[src/include/ntt_masked_macros.svh]
// Global constants for the masked NTT butterfly subsystem
// Included by the package, every RTL file and the testbench
// Modulus and widths follow the ML-DSA coefficient ring

`ifndef NTT_MASKED_MACROS_SVH
`define NTT_MASKED_MACROS_SVH

// ML-DSA prime modulus, fits in one share word
`define NTT_Q 24'd8380417

// Width of one additive share
`define NTT_COEFF_W 24

// Coefficient memory geometry
`define NTT_MEM_DEPTH 16
`define NTT_ADDR_W 4

// Pipeline depth of the masked multiplier
`define NTT_MULT_LAT 3

`endif
[src/source/ntt_masked_pkg.sv]
// Shared types and modular helpers for the masked NTT subsystem
// Import into module bodies, use scoped names in port lists

`default_nettype none

`include "ntt_masked_macros.svh"

package ntt_masked_pkg;

    // Two additive shares, value = share0 + share1 mod q
    typedef struct packed {
        logic [`NTT_COEFF_W-1:0] share0;
        logic [`NTT_COEFF_W-1:0] share1;
    } masked_coeff_t;

    // Single-port memory request, shared by both peers
    typedef struct packed {
        logic                    we;
        logic [`NTT_ADDR_W-1:0]  addr;
        masked_coeff_t           wdata;
    } mem_req_t;

    // Butterfly operand pair, a is the low index, b the high index
    typedef struct packed {
        masked_coeff_t a;
        masked_coeff_t b;
    } bfu_pair_t;

    // Modular add, both inputs already below q
    function automatic logic [`NTT_COEFF_W-1:0] add_mod(
        input logic [`NTT_COEFF_W-1:0] x,
        input logic [`NTT_COEFF_W-1:0] y
    );
        logic [`NTT_COEFF_W:0] s;
        s = x + y;
        if (s >= `NTT_Q) s = s - `NTT_Q;
        return s[`NTT_COEFF_W-1:0];
    endfunction

    // Modular subtract, adds q first so the sum never goes negative
    function automatic logic [`NTT_COEFF_W-1:0] sub_mod(
        input logic [`NTT_COEFF_W-1:0] x,
        input logic [`NTT_COEFF_W-1:0] y
    );
        logic [`NTT_COEFF_W:0] d;
        d = x + `NTT_Q - y;
        if (d >= `NTT_Q) d = d - `NTT_Q;
        return d[`NTT_COEFF_W-1:0];
    endfunction

endpackage

`default_nettype wire

[src/source/ntt_pass_ctrl.sv]
// Pass controller for one butterfly layer over the coefficient memory
// Per pair: read a, read b, run the butterfly, write a', write b'
// Pair distance is 1 << len_log, latched at start

`default_nettype none

`include "ntt_masked_macros.svh"

module ntt_pass_ctrl (
    input  wire                                 clk,
    input  wire                                 reset_n,
    input  wire                                 zeroize,
    input  wire                                 start,
    input  wire [1:0]                           len_log,
    output logic                                busy,
    output logic                                done,
    output ntt_masked_pkg::mem_req_t            mreq,
    output logic                                req,
    input  wire                                 gnt,
    input  wire                                 rvalid,
    input  wire ntt_masked_pkg::masked_coeff_t  rdata,
    output logic                                bfu_in_valid,
    output ntt_masked_pkg::bfu_pair_t           bfu_pair,
    input  wire                                 bfu_out_valid,
    input  wire ntt_masked_pkg::bfu_pair_t      bfu_result
);

    typedef enum logic [2:0] {
        S_IDLE, S_RD_A, S_RD_B, S_WAIT, S_WR_A, S_WR_B
    } state_t;

    state_t                  state;
    logic [`NTT_ADDR_W-1:0]  j, len, addr_b, j_inc, j_next;
    logic [1:0]              len_q;
    logic                    last_pair;

    //======================================================================
    // Index arithmetic and memory request
    //======================================================================
    always_comb begin
        len         = '0;
        len[len_q]  = 1'b1;
        addr_b      = j | len;
        // Skip indices in the upper half of a block
        j_inc       = j + 1'b1;
        j_next      = j_inc[len_q] ? (j_inc + len) : j_inc;
        // Last pair always ends on the top word
        last_pair   = (addr_b == (`NTT_MEM_DEPTH - 1));
        req         = (state != S_IDLE) && (state != S_WAIT);
        mreq.we     = (state == S_WR_A) || (state == S_WR_B);
        mreq.addr   = ((state == S_RD_B) || (state == S_WR_B)) ? addr_b : j;
        mreq.wdata  = (state == S_WR_B) ? bfu_pair.b : bfu_pair.a;
    end

    assign busy = (state != S_IDLE);

    always_ff @(posedge clk or negedge reset_n) begin
        if (!reset_n) begin
            state        <= S_IDLE;
            j            <= '0;
            len_q        <= '0;
            done         <= 1'b0;
            bfu_in_valid <= 1'b0;
        end else if (zeroize) begin
            // Abort without a done pulse
            state        <= S_IDLE;
            j            <= '0;
            len_q        <= '0;
            done         <= 1'b0;
            bfu_in_valid <= 1'b0;
        end else begin
            done         <= 1'b0;
            // b arrives in WAIT, issue the pair the next cycle
            bfu_in_valid <= (state == S_WAIT) && rvalid;
            case (state)
                S_IDLE: if (start) begin
                    j     <= '0;
                    len_q <= len_log;
                    state <= S_RD_A;
                end
                S_RD_A: if (gnt) state <= S_RD_B;
                S_RD_B: if (gnt) state <= S_WAIT;
                S_WAIT: if (bfu_out_valid) state <= S_WR_A;
                S_WR_A: if (gnt) state <= S_WR_B;
                S_WR_B: if (gnt) begin
                    if (last_pair) begin
                        done  <= 1'b1;
                        state <= S_IDLE;
                    end else begin
                        j     <= j_next;
                        state <= S_RD_A;
                    end
                end
                default: state <= S_IDLE;
            endcase
        end
    end

    // Operand and result holding register, also the butterfly input
    always_ff @(posedge clk) begin
        if ((state == S_WAIT) && bfu_out_valid) bfu_pair <= bfu_result;
        else if ((state == S_RD_B) && rvalid) bfu_pair.a <= rdata;
        else if ((state == S_WAIT) && rvalid) bfu_pair.b <= rdata;
    end

endmodule

`default_nettype wire

[config.mk]
export PLATFORM = sky130hd
export DESIGN_NAME = ntt_pass_ctrl
export DESIGN_NICKNAME = d
export VERILOG_FILES = /design/src/source/ntt_masked_pkg.sv /design/src/source/ntt_pass_ctrl.sv
export VERILOG_INCLUDE_DIRS = /design/src /design/src/include
export SDC_FILE = /design/constraint.sdc
export NUM_CORES = 1
export LEC_CHECK = 0
export BUFFER_PORTS_ARGS = -buffer_cell sky130_fd_sc_hd__buf_2
export CAP_MARGIN = 20
export CORE_MARGIN = 10
export CORE_UTILIZATION = 45
export CTS_CLUSTER_DIAMETER = 80
export CTS_CLUSTER_SIZE = 12
export DETAILED_ROUTE_END_ITERATION = 12
export GPL_TIMING_DRIVEN = 0
export PLACE_DENSITY = 0.85
export SETUP_SLACK_MARGIN = 0.4
export SKIP_LAST_GASP = 1
export SLEW_MARGIN = 20
export SYNTH_ARGS = -nofsm -noshare
export SYNTH_HDL_FRONTEND = slang
export SYNTH_SLANG_ARGS = --single-unit
export TNS_END_PERCENT = 30
[constraint.sdc]
create_clock -name clk -period 14.4 [get_ports clk]
set_input_delay 0 -clock clk [delete_from_list [all_inputs] [get_ports clk]]
set_output_delay 0 -clock clk [all_outputs]
set_load 0.02 [all_outputs]
### Word-level counts from Yosys, hierarchy flattened

Index checks and enable logic that the tools add are counted.

* register bits after elaboration: 107
* input bits: 153
* output and inout port bits: 153
* logic and storage cells: 80

* add/sub/neg operators: 2
* $lt $le $gt $ge: 2
* equal/unequal tests: 15
* mux-type cells: 33
* bitwise gates (word level): 1
* reductions and logical operators: 18

Operators with widths (count)
* 48-bit 2-to-1 mux: 4
* 96-bit 2-to-1 mux: 1
* 4-bit 2-to-1 mux: 6
* 3-bit 2-to-1 mux: 7
* 3-bit inequality test, second input constant: 7
* 3-bit case mux with 6 select lines: 1
* 1-bit 2-to-1 mux: 8
* 4-bit case mux with 2 select lines: 1
* 2-bit nonzero test: 4
* 3-bit by 2-bit equality test with 1-bit output, second input constant: 2
* 3-bit equality test, second input constant: 2
* 2-bit 2-to-1 mux: 3
* 6-bit AND reduction: 1
* 3-bit nonzero test: 2
* 1-bit logical AND: 5
* 4-bit by 1-bit adder with 4-bit output, second input constant: 1
* 4-bit adder: 1
* 4-bit equality test, second input constant: 1
* 4-bit OR: 1
* 2-bit AND reduction: 2
* 4-bit AND reduction: 1
* 3-bit by 1-bit equality test with 1-bit output, second input constant: 1
* 3-bit logical NOT: 1
* 2-bit by 3-bit < comparator with 1-bit output, second input constant: 1
* other kinds (6): 7

### Longest topological paths before layout

* word-level depth: 10
* gate-level depth with buffers: 9

### Worst setup path after synthesis

Ideal clock, no wire load.

* path type: flip-flop to flip-flop
* start point: reg state[0]
* end point: reg bfu_pair[48] (netlist name), enable pin
* arrival time: 4.311 ns
* required time: 13.877 ns
* setup slack: 9.566 ns
* cell stages (with the launch flop): 5
* buffers on the path: 2
* clock period less this slack: 4.834 ns
* cell sequence: dfrtp_1 buf_2 buf_2 mux2i_1 nor3b_1

* cells in the longest elaborated chain, start to end: 3
* elaborated cells between the ends (all ways): 5
* those cells by class: eq/ne: 2; reduce/logical: 3

RTL lines
* from (decl): line ntt_pass_ctrl.sv:32 `state_t state;`
* from (signal assigned): line ntt_pass_ctrl.sv:59 `state <= S_IDLE;`
* from (signal assigned): line ntt_pass_ctrl.sv:66 `state <= S_IDLE;`
* from (signal assigned): line ntt_pass_ctrl.sv:79 `state <= S_RD_A;`
* 3-bit by 2-bit equality test with 1-bit output (on tied branches): line ntt_pass_ctrl.sv:101, ntt_pass_ctrl.sv:102
* 1-bit logical AND (on tied branches): line ntt_pass_ctrl.sv:101, ntt_pass_ctrl.sv:102
* 2-bit nonzero test (no source line) (*)
* to (signal assigned): line ntt_pass_ctrl.sv:101 `if ((state == S_WAIT) && bfu_out_valid) bfu_pair <= bfu_result;`
* to (decl): line ntt_pass_ctrl.sv:23 `output ntt_masked_pkg::bfu_pair_t bfu_pair,`

Every way passes the cells marked *; elsewhere a longest branch is shown, timed or not.
A chain may end at the register's enable or synchronous reset.

### Worst setup path after layout

* start point: reg state[2]
* end point: reg bfu_pair[60] (netlist name) (data pin)

* cells in the longest elaborated chain, start to end: 3

RTL lines (line)
* 3-bit by 2-bit equality test with 1-bit output: ntt_pass_ctrl.sv:101
* 1-bit logical AND: ntt_pass_ctrl.sv:101
* 96-bit 2-to-1 mux: ntt_pass_ctrl.sv:101

Every way passes these cells.

==> results_dict.tcl <==
set metrics [dict create \
    fin_cells 1340 \
    nNetsFinal 1319 \
    yosys-top-cells-count "nand2_1, edfxtp_1, buf_2" \
    post-route-worst-setup-slack_ps 11560 \
    grt_pass1_wl_um 42700 \
    avgSynthCellArea_um2 8.70 \
    wl_um 28500 \
    worst_ep_required_time_ps 14600 \
    cts_resized 0 \
    netlist_top_cells_area "edfxtp_1, nand2_1, dfrtp_1, buf_2, mux2i_1" \
    dp_cells 1125 \
    coreArea_um2 12100 \
    yosysTopAreaCell "edfxtp_1" \
    clkLatencyLatePin_ps 360 \
    grt_remaining_overflow 0 \
    post-route-period-util 0.197 \
    power_density_nw_per_um2 96.6 \
    drtIter0Drc 772 \
    rsz0062_at_grt "false" \
    crit_family "buffers and inverters" \
    grt_pass1_vias 7525 \
    period_needed_ps 2840 \
    post-synth-top-count-cell "nand2_1" \
    max_freq_mhz 352 \
    fp.dieW_um 132 \
    path_cells "buf_6 > nand3b_1 > nor2_2 > buf_2 > buf_2 > nand2_1 > nand2_1 > dlygate4sd3_1" \
    met3_usage 0.0953 \
    holdCritStartpoint "rdata[47]" \
    crit_path_top_delay_cell "dlygate4sd3_1" \
    p_total_uw 939 \
    post_cts_buffers 0 \
    ys_seq_area_frac 0.562 \
    finalHoldViolCount 0 \
    tightest_slew_ps 804 \
    status "finished clean" \
    setup_viol 0 \
    slew_violations 0 \
    cts_num_sinks 107 \
    crit_arrival_ps 3040 \
    synthArstFlopShare 0.103 \
    synth_edf_count 96 \
    track_usage 0.314 \
    vias_per_cell 5.40 \
    ios 306 \
    critPathKind "reg -> reg" \
    tritoncts "built" \
    h-tree-depth 3 \
    ys_ff_latch 107 \
    reg2reg_from "state[2]" \
    antenna_found_initial 7 \
    design.die.area_um2 17400 \
    clock_skew_ps 9.90 \
    syn_area_um2 5620 \
    syn_nets 805 \
    first_pass_iters 6 \
    place_area_um2 7460 \
    dp_hpwl_um 16900 \
    irDropWorstVdd_v 0.000104 \
    ys_warn_count 0 \
    hold_path.class "in -> reg" \
    setup.worst_path.start "state[2]" \
    startpoint_type "flip-flop" \
    use_met1 0.315 \
    cts.reportedPaths.clkPinSlew_ps 70 \
    drv_cap 0 \
    initial_utilization 0.464 \
    synthCells 646 \
    drc 0 \
    relSlewSlack 0.462 \
    area_growth_syn_to_layout_pct 72.9 \
    postLayoutCellArea_um2 9720 \
    rows 40 \
    grtUsageMet2 0.555 \
    routed-via-count 7233 \
    power.leakage_nw 4.71 \
    max_stage_delay_ps 610 \
    hold_slack_ps 36.8 \
    pre_cts_ws_ps 11900 \
    cp_num_buf_inv 4 \
    synthDistinctLibCells 51 \
    postRouteAntennaNets 0 \
    cts-hold-fix-buffers 192 \
    die_y_um 132 \
    grt_max_degree 21 \
    place.gp.congestion 0.869 \
    utilization 0.802 \
    yosysTopAreaCellShare 0.513 \
    io_buffer_count 304 \
    end_kind "flip-flop" \
    wl_per_cell_um 21.3 \
    worstPathMaxFanout 10 \
    clock_path_buffers 2 \
    drive_gt1_frac 0.316 \
    numCtsBuffers 9 \
    cts_root_buf "clkbuf_16" \
    gr-max-usage-layer "met2" \
    synth_ff_type "edfxtp_1" \
    setup_tns_ps 0 \
]
cell families after synthesis:
group,Yosys count,share of synthesized area
and+or+nand+nor,442,0.321
DFF,107,0.562
buffers and inverters,46,0.0416
AOI/OAI and AO/OA,36,0.0436
muxes,7,0.0125
adders and majority gates,6,0.0147
xor gates and xnor gates,2,0.00445
final cells by class:
class                      instances  area, µm²
antenna                            7       17.5
buffer                            39        208
clock buffer                      10        229
clock inverter                     6       88.8
fill                             691       2390
inverter                           7       26.3
multi-input combinational        493       2240
sequential                       107       3160
tap                              168        210
timing repair buffer             503       3540
placed cells by master (no fill, tap or decap), types with 3 or more instances in the layout:
cell / count
and2_1: 3
clkbuf_1: 15
clkbuf_16: 9
buf_2: 320
nand2_1: 386
buf_6: 5
a21o_1: 3
nand3_1: 3
o21ai_0: 5
inv_1: 7
nand3b_1: 3
a21oi_1: 10
nand2_2: 10
dfrtp_1: 11
buf_4: 7
nor2b_1: 6
dlygate4sd3_1: 192
mux2i_1: 7
nor2_1: 11
ha_1: 5
edfxtp_1: 96
diode_2: 7
layer usage:
metal  vias up  wire length [µm]
met2       617             14200
met5         -                 0
met4         0              1910
met1      3323              9250
li1       3133                 -
met3       160              3170
worst min-delay path: stages:
cell     delay, ps
buf_2          100
nand2_1         70
nand2_1        100
sequential cells by signal, summed over array words and instances (netlist names):
register / count
done: 1
bfu_pair: 96
state: 3
j: 4
bfu_in_valid: 1
len_q: 2
report_power, final:
| part | switching (mW) | internal [mW] | total (mW) |
|---|---|---|---|
| registers | 0.0129 | 0.367 | 0.380 |
| clock network | 0.120 | 0.153 | 0.273 |
| logic | 0.161 | 0.124 | 0.286 |
| total | 0.294 | 0.645 | 0.939 |
worst paths after layout:
kind,to,slack [ps],cells past startpoint
min in group asynchronous,j[2],50,2
max in group asynchronous,state[2],14140,2
setup reg to reg,bfu_pair[60],11560,8
hold / removal,bfu_pair[47],40,3
hold reg to reg,j[0],690,2
setup / recovery,bfu_pair[60],11560,8
No activity file was read; power rests on OpenSTA's default activity.
