## src/include/ntt_masked_macros.svh

```systemverilog
// Global constants for the masked NTT butterfly subsystem
// Included by the package, every RTL file and the testbench
// Modulus and widths follow the ML-DSA coefficient ring

`ifndef NTT_MASKED_MACROS_SVH
`define NTT_MASKED_MACROS_SVH

// ML-DSA prime modulus, fits in one share word
`define NTT_Q 24'd8380417

// Width of one additive share
`define NTT_COEFF_W 24

// Coefficient memory geometry
`define NTT_MEM_DEPTH 16
`define NTT_ADDR_W 4

// Pipeline depth of the masked multiplier
`define NTT_MULT_LAT 3

`endif
```

## src/source/ntt_masked_pkg.sv

```systemverilog
// Shared types and modular helpers for the masked NTT subsystem
// Import into module bodies, use scoped names in port lists

`default_nettype none

`include "ntt_masked_macros.svh"

package ntt_masked_pkg;

    // Two additive shares, value = share0 + share1 mod q
    typedef struct packed {
        logic [`NTT_COEFF_W-1:0] share0;
        logic [`NTT_COEFF_W-1:0] share1;
    } masked_coeff_t;

    // Single-port memory request, shared by both peers
    typedef struct packed {
        logic                    we;
        logic [`NTT_ADDR_W-1:0]  addr;
        masked_coeff_t           wdata;
    } mem_req_t;

    // Butterfly operand pair, a is the low index, b the high index
    typedef struct packed {
        masked_coeff_t a;
        masked_coeff_t b;
    } bfu_pair_t;

    // Modular add, both inputs already below q
    function automatic logic [`NTT_COEFF_W-1:0] add_mod(
        input logic [`NTT_COEFF_W-1:0] x,
        input logic [`NTT_COEFF_W-1:0] y
    );
        logic [`NTT_COEFF_W:0] s;
        s = x + y;
        if (s >= `NTT_Q) s = s - `NTT_Q;
        return s[`NTT_COEFF_W-1:0];
    endfunction

    // Modular subtract, adds q first so the sum never goes negative
    function automatic logic [`NTT_COEFF_W-1:0] sub_mod(
        input logic [`NTT_COEFF_W-1:0] x,
        input logic [`NTT_COEFF_W-1:0] y
    );
        logic [`NTT_COEFF_W:0] d;
        d = x + `NTT_Q - y;
        if (d >= `NTT_Q) d = d - `NTT_Q;
        return d[`NTT_COEFF_W-1:0];
    endfunction

endpackage

`default_nettype wire

```

## src/source/coeff_mem.sv

```systemverilog
// Single-port register file of masked coefficients
// Write takes effect at the request edge, read data one cycle later

`default_nettype none

`include "ntt_masked_macros.svh"

module coeff_mem (
    input  wire                             clk,
    input  wire                             reset_n,
    input  wire                             valid,
    input  wire ntt_masked_pkg::mem_req_t   req,
    output ntt_masked_pkg::masked_coeff_t   rdata
);
    import ntt_masked_pkg::*;

    masked_coeff_t mem [`NTT_MEM_DEPTH];

    // Storage array, not cleared by reset or zeroize
    always_ff @(posedge clk) begin
        if (valid && req.we) mem[req.addr] <= req.wdata;
    end

    // Registered read port
    always_ff @(posedge clk or negedge reset_n) begin
        if (!reset_n) begin
            rdata <= '0;
        end else if (valid && !req.we) begin
            rdata <= mem[req.addr];
        end
    end

endmodule

`default_nettype wire

```

## config.mk

```make
export PLATFORM = sky130hd
export DESIGN_NAME = coeff_mem
export DESIGN_NICKNAME = d
export VERILOG_FILES = /design/src/source/ntt_masked_pkg.sv /design/src/source/coeff_mem.sv
export VERILOG_INCLUDE_DIRS = /design/src /design/src/include
export SDC_FILE = /design/constraint.sdc
export NUM_CORES = 1
export LEC_CHECK = 0
export ABC_AREA = 1
export BUFFER_PORTS_ARGS = -buffer_cell sky130_fd_sc_hd__buf_2
export CAP_MARGIN = 20
export CELL_PAD_IN_SITES_DETAIL_PLACEMENT = 0
export CELL_PAD_IN_SITES_GLOBAL_PLACEMENT = 1
export CORE_MARGIN = 2
export CORE_UTILIZATION = 34
export CTS_BUF_LIST = sky130_fd_sc_hd__clkbuf_8 sky130_fd_sc_hd__clkbuf_16
export CTS_CLUSTER_SIZE = 30
export DETAILED_ROUTE_END_ITERATION = 16
export PLACE_DENSITY = 0.55
export REMOVE_ABC_BUFFERS = 1
export SYNTH_ARGS = -nofsm -noshare
export SYNTH_HDL_FRONTEND = slang
export SYNTH_SLANG_ARGS = --single-unit
```

## constraint.sdc

```tcl
create_clock -name clk -period 1.4 [get_ports clk]
set_clock_uncertainty 0.1 [all_clocks]
set_input_delay 0 -clock clk [delete_from_list [all_inputs] [get_ports clk]]
set_output_delay 0 -clock clk [all_outputs]
set_load 0.05 [all_outputs]
```

* Word-level counts from Yosys, hierarchy flattened
Memory sizes are Yosys's and may differ from the RTL's. A register that Yosys moved wholly into a read port is not among the register bits.
Cells that the tools add are included.
** Operators by class
- Reductions and logical operators :: 4
- Muxes and demuxes :: 2
** Operator list (count)
- $logic_and 1x1->1 :: 2
- $logic_not 1->1 :: 2
- $mux 1 :: 2
** Word-level totals
- Register bits after elaboration :: 0
- Output and inout bits :: 48
- Word-level logic and storage cells :: 7
- Memories :: 1
- Input port bits :: 56
- Bits in writable memories :: 768
** Memories
- mem :: depth 16, width 48, read ports 1, clocked after Yosys merged registers in 1, write ports 1, line coeff_mem.sv:17 : masked_coeff_t mem [`NTT_MEM_DEPTH];

* Depth between registers and ports, before layout
Gate-level depths: netlist (run 1).
- Depth after elaboration :: 3
- Depth in mapped cells :: 12
- Gate-level depth less buffers :: 9

* Least setup slack after synthesis (run 1)
OpenSTA, ideal clock, no wires.
- Path kind :: input-to-reg
- From :: input port req[49] in the netlist's numbering
- To :: memory mem[0][0] in the netlist's numbering (enable)
- Data arrival time :: 2.736 ns
- Required time :: 0.846 ns
- Library setup time :: 0.454 ns
- Buffers on the path :: 3
- Stages on the path :: 6
- Slack :: -1.890 ns
- Cells stage by stage :: buf_4 -> inv_4 -> buf_2 -> buf_2 -> nand3_1 -> nor2_1
** RTL lines
- from (decl) :: line coeff_mem.sv:12 : input wire ntt_masked_pkg::mem_req_t req,
- to (decl) :: line coeff_mem.sv:17
Straight into the memory's write port.

* Worst setup path in the final report (run 1)
- From :: register, netlist name rdata[24]
- To :: output port rdata[24] in the netlist's numbering
** RTL lines
- to (decl) :: line coeff_mem.sv:13 : output ntt_masked_pkg::masked_coeff_t rdata
No word-level cell between the ends.

==> run summary, run 1 <==
outcome - completed
hold path depth - 8
DIE WIDTH - 317 um
part of the power in registers - 49.4%
fin cells - 4,607
RSZ-0062 raised after global routing - yes
Final WS setup - 0.0257 ns
CTS tree - yes
most common cell after layout, fill and taps aside - nand2_1
ranking of synthesized cells by area - edfxtp_1 (69%), nand2_1 (17%), nand3_1 (3.7%), dfrtp_1 (3.6%), nor2_1 (1.8%)
Buf/Inv on CP - 1
Peak Freq - 0.728 GHz
DR iter-0 viols - 1,666
placed cell count - 4,378
CP top delay family - flip-flops
Filler Cell Count - 9,167
CP Cell Sequence - buf_6
Crit Path Class - reg -> out
Synth warnings - 0
Synth top area share - 69.4%
Leakage - 16.0 nW
largest net degree at the start of global routing - 78
Area Growth Syn to Fin - 21.9%
Cells after Synth - 2,988
register area - 0.0243 mm2
slowest stage cell, crit path - dfrtp_2
# H-tree levels - 3
Mapped Area - 0.0332 mm2
Worst EP required - 1.30 ns
Ports - 104
initial antenna violation count - 4
type of the worst min-delay path - in -> reg
clock network fraction of design power - 42.1%
DRC Markers - 0
fin crit period - 1.37 ns
Vias - 21,842
Fin Setup TNS - 0 ns
DR vias/cell - 4.74
Placement Setup Slack - -0.221 ns
PD cells - 1370 mW/mm2
starting density of the core - 34.4%
Switching Power - 13.1 mW
Setup crit end kind - output pin
total core area - 0.0967 mm2
die area - 0.100 mm2
row count - 114
Max IR drop VDD - 0.921 mV
Seq/Total Area, Yosys - 73.0%
largest area contributor in the netlist - edfxtp_1
GPL Wtd Cong - 0.759
ANT nets after route - 0
CP max stage delay - 0.46 ns
slew margin rel. - 68.7%
P_int - 42.3 mW
peak fanout along the critical path - 2
Min Hold Slack - 0.0208 ns
worst-margin pin slew - 0.469 ns
number of global-route vias before repair - 21,573
most frequent cells in the layout - nand2_1 (1,537), edfxtp_1 (768), nand3_1 (242)
Hold Path End - rdata[25]
Total GRT Usage - 18.9%
wire length per cell - 20.4 um
Tcrit/Tclk final - 98.2%
multi-input logic area - 0.00809 mm2
arrival time at the worst endpoint - 1.27 ns
register bit total from synthesis - 816
Max-Cap Viols - 0
final instance area - 0.0405 mm2
Num CTS Buffers - 91
Netlist cell types - 17
final-report setup violation count - 0
flop-to-flop setup slack - 0.13 ns
Hold Vio Cnt, Final - 0
Final Power - 55.5 mW
total grt overflow - 0
dpl cell area - 0.0368 mm2
syn avg cell area - 11.1 um2
root buffer cell - clkbuf_16
PortBufs - 103
utilization after layout - 41.9%
Worst R2R End - rdata[31]
Worst-Skew Late Latency - 0.66 ns
worst r2r src - mem[10][31]
Worst Setup Start Kind - flop
fin nets - 3,308
CTS sink cnt - 816
total wire length - 94,200 um
maximum buffer depth of the clock tree - 3
Detailed Routing Iterations Pass 1 - 7
die height - 317 um
Post-DP HPWL - 53,500 um
combinational power share - 8.5%
global-route wire length before repair - 140,000 um
Net Sw Frac - 23.7%
share of post-route cells with drive strength above 1 - 13.6%
path depth of the worst reg2reg path - 9
min-delay src - req[48]
CTS clk-pin slew, worst paths - 0.06 ns
count of pins over their slew limit - 0
==> synth_stat cells <==
master and count:
inv_1 8, nor2_1 163, nand3_1 244, inv_6 1, buf_8 2, buf_12 1
dfrtp_1 48, buf_4 10, edfxtp_1 768, buf_6 23, clkbuf_1 29, nand4_1 48
inv_4 1, buf_1 3, buf_2 100, nor2_2 1, nand2_1 1538
==> logic make-up (layout without fill, tap and decap cells) <==
group / count (synthesis) / after routing / share of synthesized area (%)
DFF: 816 / 816 / 73.0
buffers and inverters: 178 / 520 / 3.16
other: 0 / 1 / 0
and+or+nand+nor: 1994 / 1994 / 23.8
==> metal layers <==
metal  vias to the layer above  GRT usage [%]  part of all wire, %
met3                        93           3.06                  4.6
li1                      10554              -                    -
met2                       398           31.2                   48
met5                         -              0                0.019
met4                         4           4.27                  1.5
met1                     10793           26.1                   46
==> layout make-up <==
cell class                      instances  share of cell area, %
Sequential cell                       816                   59.9
Multi-Input combinational cell       1994                   20.0
Timing Repair Buffer                  339                   8.75
Clock buffer                           99                   5.95
Tap cell                             1276                   3.94
Clock inverter                         72                   1.30
Inverter                               10                  0.142
Antenna cell                            1                0.00618
==> sequential cells by signal (all words and copies together), names as in the netlist <==
register,flops
mem,768
rdata,48
==> power by group through the flow <==
stage	Clock, mW	Combinational, mW	Sequential (mW)
floorplan	0	1.49	28.7
global placement	0	4.48	27.9
detailed placement	0	4.48	27.9
CTS	24.0	4.75	27.4
global route	24.9	5.18	27.4
finish	23.3	4.71	27.4
==> how the worst max path moves through the flow <==
| stage | slack, ns | cells past startpoint | startpoint | to |
|---|---|---|---|---|
| after floorplan | -3.06 | 4 | req[51] | mem[10][0] |
| after global placement | -0.24 | 12 | req[48] | rdata[36] |
| after detailed placement | -0.22 | 6 | req[51] | mem[10][19] |
| after CTS | -0.04 | 1 | rdata[24] | rdata[24] |
| after global routing | -0.04 | 1 | rdata[24] | rdata[24] |
| final | 0.03 | 1 | rdata[24] | rdata[24] |
==> what timing repair did <==
item / 4_1_cts / 5_1_grt
gates cloned: 0 / 2
endpoints found under the setup margin: 39 / 427
endpoints found under the hold margin: 842 / 0
pin swaps: 0 / 2
setup buffers: 1 / 1
hold buffers: 54 / 0
gates resized for setup: 46 / 17
Note: power is estimated with default switching activity, not from simulation.
==> run 2, diff against run 1 <==
--- a/config.mk
+++ b/config.mk
@@ -20,2 +20,3 @@
 export REMOVE_ABC_BUFFERS = 1
+export SETUP_SLACK_MARGIN = 0.5
 export SYNTH_ARGS = -nofsm -noshare
--- a/constraint.sdc
+++ b/constraint.sdc
@@ -4,2 +4,2 @@
 set_output_delay 0 -clock clk [all_outputs]
-set_load 0.05 [all_outputs]
+set_load 0.01 [all_outputs]
==> run summary, run 2 (synthesis results as in run 1) <==
total wire length - 95,200 um (+1.0%)
GPL Wtd Cong - 0.759 (unchanged)
worst r2r src - mem[10][31]
Worst-Skew Late Latency - 0.65 ns (about the same)
Min Hold Slack - -0.186 ns (-0.207 ns)
final-report setup violation count - 0 (unchanged)
number of global-route vias before repair - 21,699 (+0.58%)
CTS clk-pin slew, worst paths - 0.07 ns (about the same)
DIE WIDTH - 317 um (unchanged)
Tcrit/Tclk final - 96.4% (-1.8 points)
count of pins over their slew limit - 0 (unchanged)
register area - 0.0243 mm2 (unchanged)
most frequent cells in the layout - nand2_1 (1,519), edfxtp_1 (768), nand3_1 (215)
Ports - 104 (unchanged)
root buffer cell - clkbuf_16
CTS tree - yes
# H-tree levels - 3 (unchanged)
# diodes - 0 (-1)
Worst EP required - 1.30 ns (about the same)
global-route wire length before repair - 141,000 um (+0.22%)
peak fanout along the critical path - 2 (unchanged)
PD cells - 1340 mW/mm2 (-2.1%)
Filler Cell Count - 9,155 (-0.13%)
ANT nets after route - 0 (unchanged)
Final WS setup - 0.0503 ns (+0.0246 ns)
multi-input logic area - 0.00840 mm2 (+3.9%)
Post-DP HPWL - 53,500 um (unchanged)
total grt overflow - 0 (unchanged)
Num CTS Buffers - 91 (unchanged)
Max-Cap Viols - 0 (unchanged)
Area Growth Syn to Fin - 23.4%
placed cell count - 4,378 (unchanged)
row count - 114 (unchanged)
DRC Markers - 0 (unchanged)
Crit Path Class - reg -> out
initial antenna violation count - 3 (-1)
Buf/Inv on CP - 1 (unchanged)
slew margin rel. - 69.1% (+0.34 points)
most common cell after layout, fill and taps aside - nand2_1
RSZ-0062 raised after global routing - yes
fin nets - 3,336 (+0.85%)
largest net degree at the start of global routing - 78 (unchanged)
die height - 317 um (unchanged)
outcome - complete, but fails checks
die area - 0.100 mm2 (unchanged)
Setup crit end kind - output pin
maximum buffer depth of the clock tree - 3 (unchanged)
utilization after layout - 42.4% (+0.53 points)
type of the worst min-delay path - in -> async
Vias - 22,100 (+1.2%)
max reg flops - 768 (unchanged)
Worst Setup Start Kind - flop
Detailed Routing Iterations Pass 1 - 7 (unchanged)
top flop regs - mem x768, rdata x48
failing checks - hold timing
CP top delay family - flip-flops
Leakage - 16.3 nW (+1.9%)
fin crit period - 1.35 ns (-0.0246 ns)
Max IR drop VDD - 0.921 mV (about the same)
PortBufs - 103 (unchanged)
Hold Vio Cnt, Final - 57 (+57)
worst-margin pin slew - 0.464 ns (-0.00517 ns)
CP Cell Sequence - buf_6
worst setup path start - rdata[24]
starting density of the core - 34.4% (unchanged)
# hold bufs at CTS - 50 (-7.4%)
wire length per cell - 20.5 um (+0.43%)
share of post-route cells with drive strength above 1 - 16.7% (+3.1 points)
total core area - 0.0967 mm2 (unchanged)
CP max stage delay - 0.46 ns (about the same)
Largest Register - mem
arrival time at the worst endpoint - 1.25 ns (-0.02 ns)
Total GRT Usage - 18.9% (about the same)
DR vias/cell - 4.77 (+0.59%)
DR iter-0 viols - 1,573 (-5.6%)
CTS sink cnt - 816 (unchanged)
Final Power - 55.0 mW (-0.90%)
Placement Setup Slack - -0.221 ns (unchanged)
slowest stage cell, crit path - dfrtp_2
Peak Freq - 0.741 GHz (+1.8%)
fin cells - 4,634 (+0.59%)
## run 2: cell type report
cell class	instances	area share, %
well taps	1276	3.89
clock inverters	72	1.29
repair buffers	367	9.14
clock buffers	99	5.88
inverters	10	0.140
flip-flops and latches	816	59.2
multi-input cells	1994	20.5
## run 2: timing repair
action | CTS | global route
gates resized for setup | 62 | 53
endpoints found under the setup margin | 105 | 334
buffers inserted | 18 | 12
pin swaps | 73 | 96
hold endpoints to repair | 842 | 57
gates cloned | 0 | 5
## run 2: report_power, final
group          switching [mW]  leakage, nW  internal, mW
combinational            2.64         7.24          1.58
sequential              0.208         7.46          27.2
clock                    9.69         1.55          13.6
## run 2: metrics by stage
stage          cell area, um2  TNS [ns]  hold WS, ns
5_1_grt                 41000         0       -0.158
2_1_floorplan           32200  -2271.67       -0.396
3_5_place_dp            36800    -90.49      -0.0343
6_report                41000         0       -0.186
3_3_place_gp            36800    -79.08      -0.0390
4_1_cts                 40600  -0.00302       -0.203
## run 2: final timing paths
path	depth (start not counted)	end	slack, ns
max	1	rdata[24]	0.05
min reg2reg	2	rdata[32]	0.41
min	3	rdata[29]	-0.19
max reg2reg	9	rdata[31]	0.13
max in group asynchronous	3	rdata[19]	1.01
min in group clk	7	rdata[7]	-0.10
## run 2: per-layer routing
metal,vias up,part of all wire (%),global-route usage [%]
met1,10948,47,26.1
li1,10612,-,-
met5,-,0.021,0
met4,4,1.7,4.38
met3,109,4.2,3.01
met2,427,47,31.2
## run 2: worst min-delay path, cell delays in order
cell and delay (ns):
dlygate4sd3_1 0.52, buf_4 0.11, buf_12 0.34
