$ cat src/include/ntt_masked_macros.svh
// Global constants for the masked NTT butterfly subsystem
// Included by the package, every RTL file and the testbench
// Modulus and widths follow the ML-DSA coefficient ring

`ifndef NTT_MASKED_MACROS_SVH
`define NTT_MASKED_MACROS_SVH

// ML-DSA prime modulus, fits in one share word
`define NTT_Q 24'd8380417

// Width of one additive share
`define NTT_COEFF_W 24

// Coefficient memory geometry
`define NTT_MEM_DEPTH 16
`define NTT_ADDR_W 4

// Pipeline depth of the masked multiplier
`define NTT_MULT_LAT 3

`endif
$ cat src/source/ntt_masked_pkg.sv
// Shared types and modular helpers for the masked NTT subsystem
// Import into module bodies, use scoped names in port lists

`default_nettype none

`include "ntt_masked_macros.svh"

package ntt_masked_pkg;

    // Two additive shares, value = share0 + share1 mod q
    typedef struct packed {
        logic [`NTT_COEFF_W-1:0] share0;
        logic [`NTT_COEFF_W-1:0] share1;
    } masked_coeff_t;

    // Single-port memory request, shared by both peers
    typedef struct packed {
        logic                    we;
        logic [`NTT_ADDR_W-1:0]  addr;
        masked_coeff_t           wdata;
    } mem_req_t;

    // Butterfly operand pair, a is the low index, b the high index
    typedef struct packed {
        masked_coeff_t a;
        masked_coeff_t b;
    } bfu_pair_t;

    // Modular add, both inputs already below q
    function automatic logic [`NTT_COEFF_W-1:0] add_mod(
        input logic [`NTT_COEFF_W-1:0] x,
        input logic [`NTT_COEFF_W-1:0] y
    );
        logic [`NTT_COEFF_W:0] s;
        s = x + y;
        if (s >= `NTT_Q) s = s - `NTT_Q;
        return s[`NTT_COEFF_W-1:0];
    endfunction

    // Modular subtract, adds q first so the sum never goes negative
    function automatic logic [`NTT_COEFF_W-1:0] sub_mod(
        input logic [`NTT_COEFF_W-1:0] x,
        input logic [`NTT_COEFF_W-1:0] y
    );
        logic [`NTT_COEFF_W:0] d;
        d = x + `NTT_Q - y;
        if (d >= `NTT_Q) d = d - `NTT_Q;
        return d[`NTT_COEFF_W-1:0];
    endfunction

endpackage

`default_nettype wire

$ cat src/source/coeff_mem_arbiter.sv
// Fixed-priority arbiter in front of the coefficient memory
// Host wins, engine holds its request until granted
// Read data is shared, rvalid tells which peer it belongs to

`default_nettype none

`include "ntt_masked_macros.svh"

module coeff_mem_arbiter (
    input  wire                             clk,
    input  wire                             reset_n,
    input  wire                             host_req,
    input  wire ntt_masked_pkg::mem_req_t   host_mreq,
    output logic                            host_gnt,
    output logic                            host_rvalid,
    input  wire                             eng_req,
    input  wire ntt_masked_pkg::mem_req_t   eng_mreq,
    output logic                            eng_gnt,
    output logic                            eng_rvalid,
    output logic                            mem_valid,
    output ntt_masked_pkg::mem_req_t        mem_req
);

    // Same-cycle grants
    always_comb begin
        host_gnt  = host_req;
        eng_gnt   = eng_req && !host_req;
        mem_valid = host_req || eng_req;
        mem_req   = host_req ? host_mreq : eng_mreq;
    end

    // Owner of last cycle's read, returned as that peer's rvalid
    always_ff @(posedge clk or negedge reset_n) begin
        if (!reset_n) begin
            host_rvalid <= 1'b0;
            eng_rvalid  <= 1'b0;
        end else begin
            host_rvalid <= host_gnt && !host_mreq.we;
            eng_rvalid  <= eng_gnt && !eng_mreq.we;
        end
    end

endmodule

`default_nettype wire

$ cat config.mk
export PLATFORM = sky130hd
export DESIGN_NAME = coeff_mem_arbiter
export DESIGN_NICKNAME = d
export VERILOG_FILES = /design/src/source/ntt_masked_pkg.sv /design/src/source/coeff_mem_arbiter.sv
export VERILOG_INCLUDE_DIRS = /design/src /design/src/include
export SDC_FILE = /design/constraint.sdc
export NUM_CORES = 1
export LEC_CHECK = 0
export BUFFER_PORTS_ARGS = -buffer_cell sky130_fd_sc_hd__buf_2
export CAP_MARGIN = 10
export CORE_AREA = 2 2 64 66
export DETAILED_ROUTE_END_ITERATION = 6
export DIE_AREA = 0 0 66 68
export PLACE_DENSITY_LB_ADDON = 0.1
export SLEW_MARGIN = 20
export SYNTH_ARGS = -nofsm -noshare
export SYNTH_HDL_FRONTEND = slang
export SYNTH_SLANG_ARGS = --single-unit
$ cat constraint.sdc
create_clock -name clk -period 2.09 [get_ports clk]
set_clock_uncertainty 0.2 [all_clocks]
set_input_delay 0.418 -clock clk [delete_from_list [all_inputs] [get_ports clk]]
set_output_delay 0.418 -clock clk [all_outputs]
set_load 0.05 [all_outputs]
# [Word-level counts from Yosys, hierarchy flattened]
# Cells that the tools add are included.
[totals] wordCells=10 inputBits=110 register_bits=2
[classes] reduce_logical=7 mux=1
[op_table] operator="53-bit two-way mux" count=1
[op_table] operator="1-bit logical AND" count=3
[op_table] operator="1-bit logical NOT" count=3
[op_table] operator="1-bit logical OR" count=1

# [Logic depth before layout (Yosys ltp)]
# Gate-level depths: netlist (run 1).
[depth] word_depth=3 ltp_mapped=3 mapped_depth_nobuf=1

# [Worst setup path after synthesis (run 1)]
# OpenSTA, ideal clock, no wires.
[synth_path] path_kind="input port to output port" start="input port host_req" end="output port eng_gnt" required_ns=1.472 arrival_ns=1.384 slack_ns=0.088 path_stages=3 cell_sequence="buf_6 buf_6 nor2b_1"
[synth_between] elab_chain_cells=2
[synth_lines] element="from (decl)" line_no="coeff_mem_arbiter.sv:12" source="input wire host_req,"
[synth_lines] element="1-bit logical NOT" line_no="coeff_mem_arbiter.sv:27" source="eng_gnt = eng_req && !host_req;"
[synth_lines] element="1-bit logical AND" line_no="coeff_mem_arbiter.sv:27"
[synth_lines] element="to (decl)" line_no="coeff_mem_arbiter.sv:18" source="output logic eng_gnt,"
# Every way passes these cells.

==> insert_results.sql, run 1 <==
INSERT INTO impl_metrics (metric_group, metric, value, unit) VALUES
('status', 'outcome', 'finished, final reports clean', ''),
('routing', 'drc_errors', '0', ''),
('cells_and_area', 'layout.core_utilization', '45.65', '%'),
('worst_setup_path', 'critical_path.max_fanout', '29', ''),
('sta', 'period_share', '94.28', '%'),
('clocking', 'cts.clk_slew.worst_paths', '30', 'ps'),
('sta', 'slew_headroom', '82.57', '%'),
('logic_synthesis', 'yosysWarningCount', '0', ''),
('logic_synthesis', 'synth_simple_gate_area_share', '3.153', '%'),
('worst_setup_path', 'worst_ep_required_time', '1470', 'ps'),
('die', 'std_cell_rows', '23', ''),
('global_route', 'grt_start_max_net_pins', '30', ''),
('logic_synthesis', 'synthesis.area_per_instance', '12.63', 'um^2'),
('worst_setup_path', 'crit_path_top_delay_cell', 'mux2_2', ''),
('die', 'top_level_ports', '168', ''),
('die', 'initial_core_util', '21.61', '%'),
('pwr', 'share_of_total_power_in_combinational_logic', '76.9', '%'),
('logic_synthesis', 'synthesis.area', '833.3', 'um^2'),
('routing', 'dr_total_vias', '1191', ''),
('routing', 'drt.antenna.violating_nets', '0', ''),
('logic_synthesis', 'synth_xor_area_share', '0', '%'),
('pwr', 'pwr-share-seq', '5.0', '%'),
('global_route', 'grt-ovfl-total', '0', ''),
('routing', 'detail_route.iter0.violations', '17', ''),
('worst_setup_path', 'cp.arrival', '1350', 'ps'),
('sta', 'totalNegativeSetupSlack', '0', 'ps'),
('global_route', 'grtUsageTotal', '12.73', '%'),
('logic_synthesis', 'yosys-top-cells-area', 'mux2_4 47%, mux2_2 36%, dfrtp_1 6.0%', ''),
('worst_setup_path', 'most_used_cell_along_the_critical_path', 'buf_2', ''),
('logic_synthesis', 'synth-compound-area-share', '0', '%'),
('sta', 'timing_worst_slew_pin_value', '263.3', 'ps'),
('sta', 'slew_viol_final', '0', ''),
('global_route', 'first_global_vias', '1115', ''),
('clocking', 'tritoncts', 'yes', ''),
('logic_synthesis', 'synth.ff_latch_count', '2', ''),
('die', 'fp.dieW', '66', 'um'),
('worst_setup_path', 'critPathCaptureType', 'output pin', ''),
('clocking', 'cts_buffers', '3', ''),
('sta', 'maxClockFrequency', '0.5075', 'GHz'),
('job', 'drv.max_cap_violation_count', '0', ''),
('global_route', 'number_of_antenna_violations_at_the_first_check_in_global_routing', '0', ''),
('routing', 'wl_per_cell', '11.97', 'um'),
('min_path', 'hp-start', 'host_mreq[52]', ''),
('logic_synthesis', 'syn-num-nets', '176', ''),
('pwr', 'internal-power', '394.9', 'uW'),
('worst_setup_path', 'timing.critical_path.from_type', 'input port', ''),
('logic_synthesis', 'main_combinational_cell_family_by_area_after_synthesis', 'multiplexers', ''),
('routing', 'avgViaCountPerCell', '4.223', ''),
('clocking', 'clock-root-buffer', 'clkbuf_8', ''),
('cells_and_area', 'final_layout_size_suffix_gt1_share', '97.41', '%'),
('logic_synthesis', 'yosys.area.top_type_share', '46.85', '%'),
('logic_synthesis', 'synthAdderAreaFrac', '0', '%'),
('placed_design', 'portBuffers', '167', ''),
('cells_and_area', 'number_of_diodes', '0', ''),
('clocking', 'cts_setup_buffers', '0', ''),
('logic_synthesis', 'synth.mux.area_fraction', '83.33', '%'),
('sta', 'rsz0062_at_grt', 'false', ''),
('global_route', 'first_pass_grt_wire_length', '4505', 'um'),
('pwr', 'p_clk_share', '18.2', '%'),
('worst_setup_path', 'worst-setup-path-type', 'input port to output pin', ''),
('pwr', 'leakage_power_summed_over_all_cells', '0.001057', 'uW'),
('pwr', 'power.density', '471.8', 'mW/mm^2'),
('pwr', 'switching_power', '435.7', 'uW'),
('cells_and_area', 'num-nets-final', '344', ''),
('routing', 'drt_wl_total', '3376', 'um'),
('worst_setup_path', 'setup.worst_path.start', 'host_req', ''),
('min_path', 'worst_hold_path_type', 'input port to flop', ''),
('worst_setup_path', 'crit_path_max_incr_delay', '360', 'ps'),
('die', 'fp.dieArea', '0.004488', 'mm^2'),
('logic_synthesis', 'synth_sequential_area_ratio', '6.006', '%'),
('pwr', 'p_sw_share', '52.46', '%');
metrics by stage:
step / worst slack [ps] / cell area (um^2) / hold WS (ps) / power [uW] / cells
5_1_grt: 85.41 / 1760 / 178.6 / 871.5 / 282
3_5_place_dp: 109.8 / 1709 / 7.190 / 682.1 / 278
6_report: 119.6 / 1760 / 178.5 / 830.5 / 282
3_3_place_gp: 111.4 / 1709 / 5.083 / 679.0 / 278
2_1_floorplan: 88.44 / 833.3 / -77.59 / 506.6 / 66
4_1_cts: 108.0 / 1760 / 174.1 / 839.5 / 282
cell usage in the layout (no fill, tap or decap):
master,n
mux2_4,26
clkbuf_8,3
nor2b_1,2
dfrtp_1,2
or2_2,1
mux2_2,27
dlygate4sd3_1,1
buf_12,2
buf_2,167
nor3b_1,1
cell usage after synthesis:
master	instances
mux2_2	27
mux2_4	26
buf_6	4
buf_2	2
dfrtp_1	2
nor2b_1	2
buf_4	1
nor3b_1	1
or2_2	1
sequential cells by signal, summed over array words and instances (netlist names):
name,cells
eng_rvalid,1
host_rvalid,1
worst max-delay path, delay by kind of cell:
kind | cells | cell delay [ps]
multiplexers | 1 | 360
buffers and inverters | 3 | 550
kinds of logic after synthesis:
group	after synthesis
muxes	53
buffers and inverters	7
and+or+nand+nor	4
DFF	2
layout make-up:
class                           count  area [um^2]  area share [%]
Timing Repair Buffer              170        885.9           50.32
Multi-Input combinational cell     57        720.7           40.94
Tap cell                           50        62.56           3.554
Sequential cell                     2        50.05           2.843
Clock buffer                        3        41.29           2.345
worst paths after layout:
kind / endpoint / slack (ps) / cells past startpoint
max: mem_req[50] / 120 / 4
min: host_rvalid / 180 / 2
min in group asynchronous: eng_rvalid / 330 / 2
max in group asynchronous: host_rvalid / 1270 / 2
routing by layer:
layer,track usage [%],vias up,part of all wire (%)
li1,-,580,-
met1,12.86,515,35
met2,24.62,92,49
met3,3.454,4,15
met4,5.357,0,1.2
met5,0,-,0
repair_timing:
| action | in CTS | in global routing |
|---|---|---|
| hold endpoints to repair | 2 | 0 |
| hold buffers | 1 | 0 |
| resized for setup | 0 | 0 |
power by group through the flow:
stage / clock network (uW) / logic (uW) / registers (uW)
floorplan: 0 / 459 / 47.9
global placement: 0 / 637 / 41.5
detailed placement: 0 / 641 / 41.6
CTS: 155 / 644 / 41.2
global route: 159 / 672 / 41.3
finish: 151 / 638 / 41.2
(Power assumes the default switching activity.)
==> run 2, diff against run 1 <==
--- a/config.mk
+++ b/config.mk
@@ -6,11 +6,12 @@
 export SDC_FILE = /design/constraint.sdc
 export NUM_CORES = 1
 export LEC_CHECK = 0
+export ABC_AREA = 1
 export BUFFER_PORTS_ARGS = -buffer_cell sky130_fd_sc_hd__buf_2
 export CAP_MARGIN = 10
-export CORE_AREA = 2 2 64 66
+export CORE_AREA = 2 2 66 68
 export DETAILED_ROUTE_END_ITERATION = 6
-export DIE_AREA = 0 0 66 68
+export DIE_AREA = 0 0 68 70
 export PLACE_DENSITY_LB_ADDON = 0.1
 export SLEW_MARGIN = 20
 export SYNTH_ARGS = -nofsm -noshare
==> insert_results.sql, run 2 <==
INSERT INTO impl_metrics (metric_group, metric, value, unit) VALUES
('status', 'outcome', 'finished, final reports clean', ''),
('clocking', 'resized_cells_post_cts', '0', ''),
('sta', 'slew_headroom', '79.50', '%'),
('die', 'dieHeight', '70', 'um'),
('die', 'fp.dieW', '68', 'um'),
('logic_synthesis', 'yosys-top-cells-area', 'nand2_1 69%, buf_6 6.9%, nand2_2 6.9%', ''),
('routing', 'drt_wl_total', '3548', 'um'),
('global_route', 'grt-ovfl-total', '0', ''),
('global_route', 'first_pass_grt_wire_length', '5099', 'um'),
('logic_synthesis', 'synth_xor_area_share', '0', '%'),
('routing', 'wl_per_cell', '9.051', 'um'),
('sta', 'rsz0062_at_grt', 'false', ''),
('clocking', 'cts.sink_count', '2', ''),
('logic_synthesis', 'synth.mux.area_fraction', '0', '%'),
('worst_setup_path', 'worst-setup-path-type', 'input port to output pin', ''),
('worst_setup_path', 'crit_path_max_incr_delay', '280', 'ps'),
('sta', 'timing_worst_slew_pin_value', '307.4', 'ps'),
('logic_synthesis', 'syn-num-nets', '289', ''),
('cells_and_area', 'synthToLayoutAreaGrowth', '105.2', '%'),
('cells_and_area', 'num-nets-final', '452', ''),
('die', 'fp.coreArea', '0.004144', 'mm^2'),
('job', 'drv.max_cap_violation_count', '0', ''),
('pwr', 'internal-power', '334.9', 'uW'),
('global_route', 'grt_start_max_net_pins', '56', ''),
('sta', 'final_min_period', '1974', 'ps'),
('cells_and_area', 'final_layout_size_suffix_gt1_share', '54.12', '%'),
('logic_synthesis', 'yosysUniqueCellTypes', '11', ''),
('die', 'top_level_ports', '168', ''),
('die', 'fp.dieArea', '0.004760', 'mm^2'),
('logic_synthesis', 'synth_simple_gate_area_share', '77.90', '%'),
('logic_synthesis', 'synthAdderAreaFrac', '0', '%'),
('sta', 'period_share', '94.46', '%'),
('pwr', 'pwr-share-seq', '5.1', '%'),
('global_route', 'number_of_antenna_violations_at_the_first_check_in_global_routing', '0', ''),
('worst_setup_path', 'critPathCaptureType', 'output pin', ''),
('die', 'initial_core_util', '19.81', '%'),
('pwr', 'power.density', '475.8', 'mW/mm^2'),
('worst_setup_path', 'crit_path_top_delay_cell', 'buf_4', ''),
('placed_design', 'portBuffers', '167', ''),
('routing', 'avgViaCountPerCell', '3.890', ''),
('logic_synthesis', 'main_combinational_cell_family_by_area_after_synthesis', 'simple AND/OR/NAND/NOR gates', ''),
('cells_and_area', 'number_of_diodes', '0', ''),
('pwr', 'leakage_power_summed_over_all_cells', '0.001228', 'uW'),
('worst_setup_path', 'timing.critical_path.from_type', 'input port', ''),
('sta', 'slew_viol_final', '0', ''),
('routing', 'drt.antenna.violating_nets', '0', ''),
('clocking', 'clock-root-buffer', 'clkbuf_8', ''),
('logic_synthesis', 'synth.top_cells.by_count', '151 x nand2_1, 9 x nand2_2, 6 x buf_4', ''),
('logic_synthesis', 'netlist_instances', '179', ''),
('sta', 'maxClockFrequency', '0.5065', 'GHz'),
('global_route', 'first_global_vias', '1240', ''),
('worst_setup_path', 'worst_ep_required_time', '1470', 'ps'),
('logic_synthesis', 'yosysWarningCount', '0', ''),
('worst_setup_path', 'crit_path_cell_trace', 'buf_2, buf_4, nand2_1, nand2_1, buf_2', ''),
('logic_synthesis', 'synthesis.area_per_instance', '4.585', 'um^2'),
('pwr', 'switching_power', '466.4', 'uW'),
('global_route', 'grtUsageTotal', '13.00', '%'),
('logic_synthesis', 'synthesis.area', '820.8', 'um^2'),
('min_path', 'worst_hold_path_type', 'input port to flop', ''),
('placed_design', 'detailedPlacementHpwl', '2789', 'um'),
('cells_and_area', 'layout_commonest_cell', 'buf_2', ''),
('sta', 'setup_violations', '0', ''),
('clocking', 'number_of_buffers_on_the_longest_clock_path', '2', ''),
('worst_setup_path', 'cp.arrival', '1360', 'ps'),
('logic_synthesis', 'synth-compound-area-share', '0', '%'),
('pwr', 'p_clk_share', '18.9', '%'),
('clocking', 'tritoncts', 'yes', ''),
('logic_synthesis', 'synth.ff_latch_count', '2', ''),
('logic_synthesis', 'yosys.area.top_type_share', '69.05', '%'),
('sta', 'finalHoldViolCount', '0', ''),
('pwr', 'total_power', '801.3', 'uW'),
('die', 'std_cell_rows', '24', ''),
('logic_synthesis', 'edff_count_synth', '0', ''),
('logic_synthesis', 'synthMostInstantiatedCell', 'nand2_1', ''),
('sta', 'totalNegativeSetupSlack', '0', 'ps'),
('logic_synthesis', 'post_synthesis_async_set_or_reset_flop_share', '100.0', '%'),
('routing', 'dr_total_vias', '1525', ''),
('routing', 'detail_route.iter0.violations', '28', ''),
('routing', 'dr.pass1.iters', '4', ''),
('logic_synthesis', 'dominantRegCellSynth', 'dfrtp_1', ''),
('cells_and_area', 'layout_top_registers', 'eng_rvalid: 1 flops, host_rvalid: 1 flops', ''),
('worst_setup_path', 'cp_num_buf_inv', '3', ''),
('pwr', 'p_sw_share', '58.21', '%'),
('worst_setup_path', 'timing.critical_path.max_delay_family', 'buffers and inverters', ''),
('placed_design', 'gp_congestion', '0.7454', ''),
('clocking', 'ctsHtreeMaxLevel', '1', ''),
('pwr', 'share_of_total_power_in_combinational_logic', '76.0', '%'),
('pwr', 'worst_ir_drop_vdd', '165.6', 'uV'),
('routing', 'drc_errors', '0', ''),
('worst_setup_path', 'critical_path.max_fanout', '18', ''),
('clocking', 'cts.clk_slew.worst_paths', '30', 'ps'),
('logic_synthesis', 'post_synthesis_cell_type_with_the_largest_combined_area', 'nand2_1', ''),
('logic_synthesis', 'synth_sequential_area_ratio', '6.098', '%'),
('clocking', 'cts_buffers', '3', ''),
('cells_and_area', 'most-common-layout-cells', '167 x buf_2, 151 x nand2_1, 9 x nand2_2, 3 x clkbuf_8, 2 x dfrtp_1', '');
run 2: cell types whose count changed after synthesis, sizes merged:
cell / change
nor2b: -2
inv: +2
buf: +5
nor3b: -1
nor2: +2
mux2: -53
nand2: +160
run 2: routing by layer:
layer	GRT usage [%]	part of all wire, %	up-vias
met3	1.610	12	0
met5	0	0	-
met2	26.21	53	82
met4	3.111	0	0
met1	13.32	36	598
li1	-	-	845
run 2: final cells by class:
type | count | area (um^2)
inverters | 2 | 15.01
clock buffers | 3 | 41.29
repair buffers | 170 | 873.3
well taps | 52 | 65.06
fillers | 490 | 2460
flip-flops and latches | 2 | 50.05
multi-input cells | 163 | 639.4
run 2: path summary, 6_finish.rpt:
kind / start / end / slack, ps / depth (start not counted)
worst max-delay path: host_req / mem_req[29] / 120 / 5
max in group asynchronous: reset_n / eng_rvalid / 1270 / 2
min in group asynchronous: reset_n / host_rvalid / 330 / 2
worst min-delay path: host_mreq[52] / host_rvalid / 180 / 2
run 2: what timing repair did:
item                                   in CTS  in global routing
setup buffers                               0                  0
endpoints found under the hold margin       2                  0
hold buffers                                1                  0
run 2: power by group through the flow:
stage / clock [uW] / sequential, uW / combinational [uW]
5_1_grt: 158 / 41.3 / 656
3_5_place_dp: 0 / 41.4 / 611
2_1_floorplan: 0 / 47.9 / 427
3_3_place_gp: 0 / 41.4 / 611
4_1_cts: 155 / 41.0 / 614
6_report: 151 / 41.0 / 609
run 2: kinds of logic after synthesis:
group	count (synthesis)
buffers and inverters	14
DFF	2
and+or+nand+nor	163
run 2: stage by stage:
| stage | setup WS [ps] | util, % | area (um^2) | hold slack [ps] | cells |
|---|---|---|---|---|---|
| 2_1_floorplan | 337.9 | - | 820.8 | -77.59 | 179 |
| 3_3_place_gp | 116.3 | 39.40 | 1633 | 6.354 | 388 |
| 3_5_place_dp | 113.6 | 39.40 | 1633 | 7.003 | 388 |
| 4_1_cts | 107.6 | 40.64 | 1684 | 176.2 | 392 |
| 5_1_grt | 16.70 | 40.64 | 1684 | 188.6 | 392 |
| 6_report | 115.7 | 40.64 | 1684 | 179.8 | 392 |
==> run 3, diff against run 2 <==
--- a/config.mk
+++ b/config.mk
@@ -7,11 +7,11 @@
 export NUM_CORES = 1
 export LEC_CHECK = 0
 export ABC_AREA = 1
-export BUFFER_PORTS_ARGS = -buffer_cell sky130_fd_sc_hd__buf_2
 export CAP_MARGIN = 10
-export CORE_AREA = 2 2 66 68
+export CORE_AREA = 2 2 64 66
 export DETAILED_ROUTE_END_ITERATION = 6
-export DIE_AREA = 0 0 68 70
+export DIE_AREA = 0 0 66 68
+export DONT_BUFFER_PORTS = 1
 export PLACE_DENSITY_LB_ADDON = 0.1
 export SLEW_MARGIN = 20
 export SYNTH_ARGS = -nofsm -noshare
==> insert_results.sql, run 3 (synthesis results as in run 2) <==
INSERT INTO impl_metrics (metric_group, metric, value, unit) VALUES
('sta', 'setup_violations', '0', ''),
('job', 'drv.max_cap_violation_count', '0', ''),
('sta', 'maxClockFrequency', '0.5757', 'GHz'),
('routing', 'avgViaCountPerCell', '4.640', ''),
('routing', 'maxUsedRoutingLayer', 'met4', ''),
('routing', 'dr_wl_met3', '302', 'um'),
('routing', 'drt.antenna.violating_nets', '0', ''),
('placed_design', 'detailedPlacementHpwl', '2070', 'um'),
('clocking', 'resized_cells_post_cts', '0', ''),
('worst_setup_path', 'worst-setup-path-type', 'input port to output pin', ''),
('pwr', 'leakage_power_summed_over_all_cells', '0.0005489', 'uW'),
('cells_and_area', 'stdcell_area', '825.8', 'um^2'),
('cells_and_area', 'layout_commonest_cell', 'nand2_1', ''),
('worst_setup_path', 'timing.critical_path.from_type', 'input port', ''),
('sta', 'timing_worst_slew_pin_value', '479.7', 'ps'),
('clocking', 'clock-root-buffer', 'clkbuf_8', ''),
('cells_and_area', 'num-nets-final', '284', ''),
('sta', 'slew_viol_final', '0', ''),
('global_route', 'first_pass_grt_wire_length', '3118', 'um'),
('cells_and_area', 'final_layout_size_suffix_gt1_share', '9.302', '%'),
('sta', 'totalNegativeSetupSlack', '0', 'ps'),
('worst_setup_path', 'setup.worst_path.start', 'host_req', ''),
('min_path', 'worst_hold_path_type', 'input port to flop', ''),
('sta', 'finalHoldViolCount', '0', ''),
('clocking', 'cts_setup_buffers', '0', ''),
('die', 'fp.dieArea', '0.004488', 'mm^2'),
('clocking', 'cts_buffers', '3', ''),
('routing', 'dr_total_vias', '1030', ''),
('global_route', 'grt-ovfl-total', '0', ''),
('sta', 'period_share', '83.11', '%'),
('worst_setup_path', 'cp.arrival', '1120', 'ps'),
('sta', 'final_min_period', '1737', 'ps'),
('placed_design', 'dp.cells', '218', ''),
('placed_design', 'portBuffers', '0', ''),
('cells_and_area', 'synthToLayoutAreaGrowth', '0.6098', '%'),
('routing', 'dr.pass1.iters', '5', ''),
('worst_setup_path', 'critical_path.max_fanout', '56', ''),
('clocking', 'cts.sink_count', '2', ''),
('worst_setup_path', 'worst_ep_required_time', '1470', 'ps'),
('sta', 'slew_headroom', '67.94', '%'),
('die', 'top_level_ports', '168', ''),
('clocking', 'cts.clk_slew.worst_paths', '30', 'ps'),
('placed_design', 'placed_area', '774.5', 'um^2'),
('pwr', 'worst_ir_drop_vdd', '228.6', 'uV'),
('clocking', 'ctsHtreeMaxLevel', '1', ''),
('worst_setup_path', 'critPathCaptureType', 'output pin', ''),
('routing', 'drt_wl_total', '2537', 'um'),
('die', 'fp.coreArea', '0.003856', 'mm^2'),
('routing', 'wl_met2', '1434', 'um'),
('global_route', 'number_of_antenna_violations_at_the_first_check_in_global_routing', '0', ''),
('sta', 'rsz0062_at_grt', 'false', ''),
('sta', 'finalHoldWorstSlack', '66.01', 'ps'),
('routing', 'detail_route.iter0.violations', '39', ''),
('die', 'std_cell_rows', '23', ''),
('status', 'outcome', 'finished, final reports clean', ''),
('routing', 'drc_errors', '0', ''),
('clocking', 'tritoncts', 'yes', ''),
('clocking', 'cts_hold_buffers', '1', ''),
('cells_and_area', 'most-common-layout-cells', '151 x nand2_1, 9 x nand2_2, 3 x clkbuf_8, 2 x dfrtp_1', ''),
('cells_and_area', 'layout_top_registers', 'eng_rvalid: 1 flops, host_rvalid: 1 flops', ''),
('global_route', 'grt_start_max_net_pins', '57', ''),
('die', 'initial_core_util', '21.28', '%'),
('pwr', 'power.density', '738.6', 'mW/mm^2'),
('clocking', 'number_of_buffers_on_the_longest_clock_path', '2', ''),
('cells_and_area', 'number_of_diodes', '0', ''),
('cells_and_area', 'finalNonFillerCells', '222', ''),
('min_path', 'hp-start', 'host_mreq[52]', ''),
('placed_design', 'gp_congestion', '0.6278', ''),
('routing', 'wl_met1', '772', 'um'),
('die', 'fp.dieW', '66', 'um'),
('die', 'dieHeight', '68', 'um'),
('routing', 'wl_per_cell', '11.43', 'um'),
('global_route', 'first_global_vias', '822', ''),
('global_route', 'grtUsageTotal', '8.786', '%');
-- run 3: cell count changes in the layout (fill, tap and decap cells not counted) --
cell    delta
buf_2    -167
buf_12     -1
-- run 3: report_power, final --
| group | switching [uW] | leakage, uW | internal, uW |
|---|---|---|---|
| registers | 7.18 | 0.0000263 | 40.7 |
| clock network | 30.2 | 0.0000216 | 122 |
| logic | 365 | 0.000501 | 44.6 |
-- run 3: worst paths after layout --
| kind | end | depth (start not counted) |
|---|---|---|
| worst max-delay path | mem_req[33] | 3 |
| worst min-delay path | host_rvalid | 1 |
| max in group asynchronous | host_rvalid | 1 |
| min in group asynchronous | eng_rvalid | 1 |
-- run 3: critical path: stages --
cell and delay, ps:
inv_8 210, nand2_1 100, nand2_1 370
-- run 3: area by class of cell --
cell class / instances / area [um^2]
Fill cell: 475 / 3030
Clock buffer: 3 / 41.29
Sequential cell: 2 / 50.05
Inverter: 2 / 15.01
Multi-Input combinational cell: 163 / 639.4
Tap cell: 50 / 62.56
Timing Repair Buffer: 2 / 17.52
-- run 3: layer usage --
layer  up-vias  global-route usage, %
li1        509                      -
met1       424                  6.869
met2        93                  19.57
met3         4                 0.9868
met4         0                  5.867
met5         -                      0
-- run 3: through the flow --
| step | setup WS, ps | utilization, % | power, uW |
|---|---|---|---|
| global placement | 355.2 | 20.08 | 457.9 |
| global route | 280.7 | 21.41 | 645.8 |
| detailed placement | 340.6 | 20.08 | 459.0 |
| floorplan | 337.9 | - | 474.9 |
| finish | 353.0 | 21.41 | 609.9 |
| CTS | 339.7 | 21.41 | 619.6 |
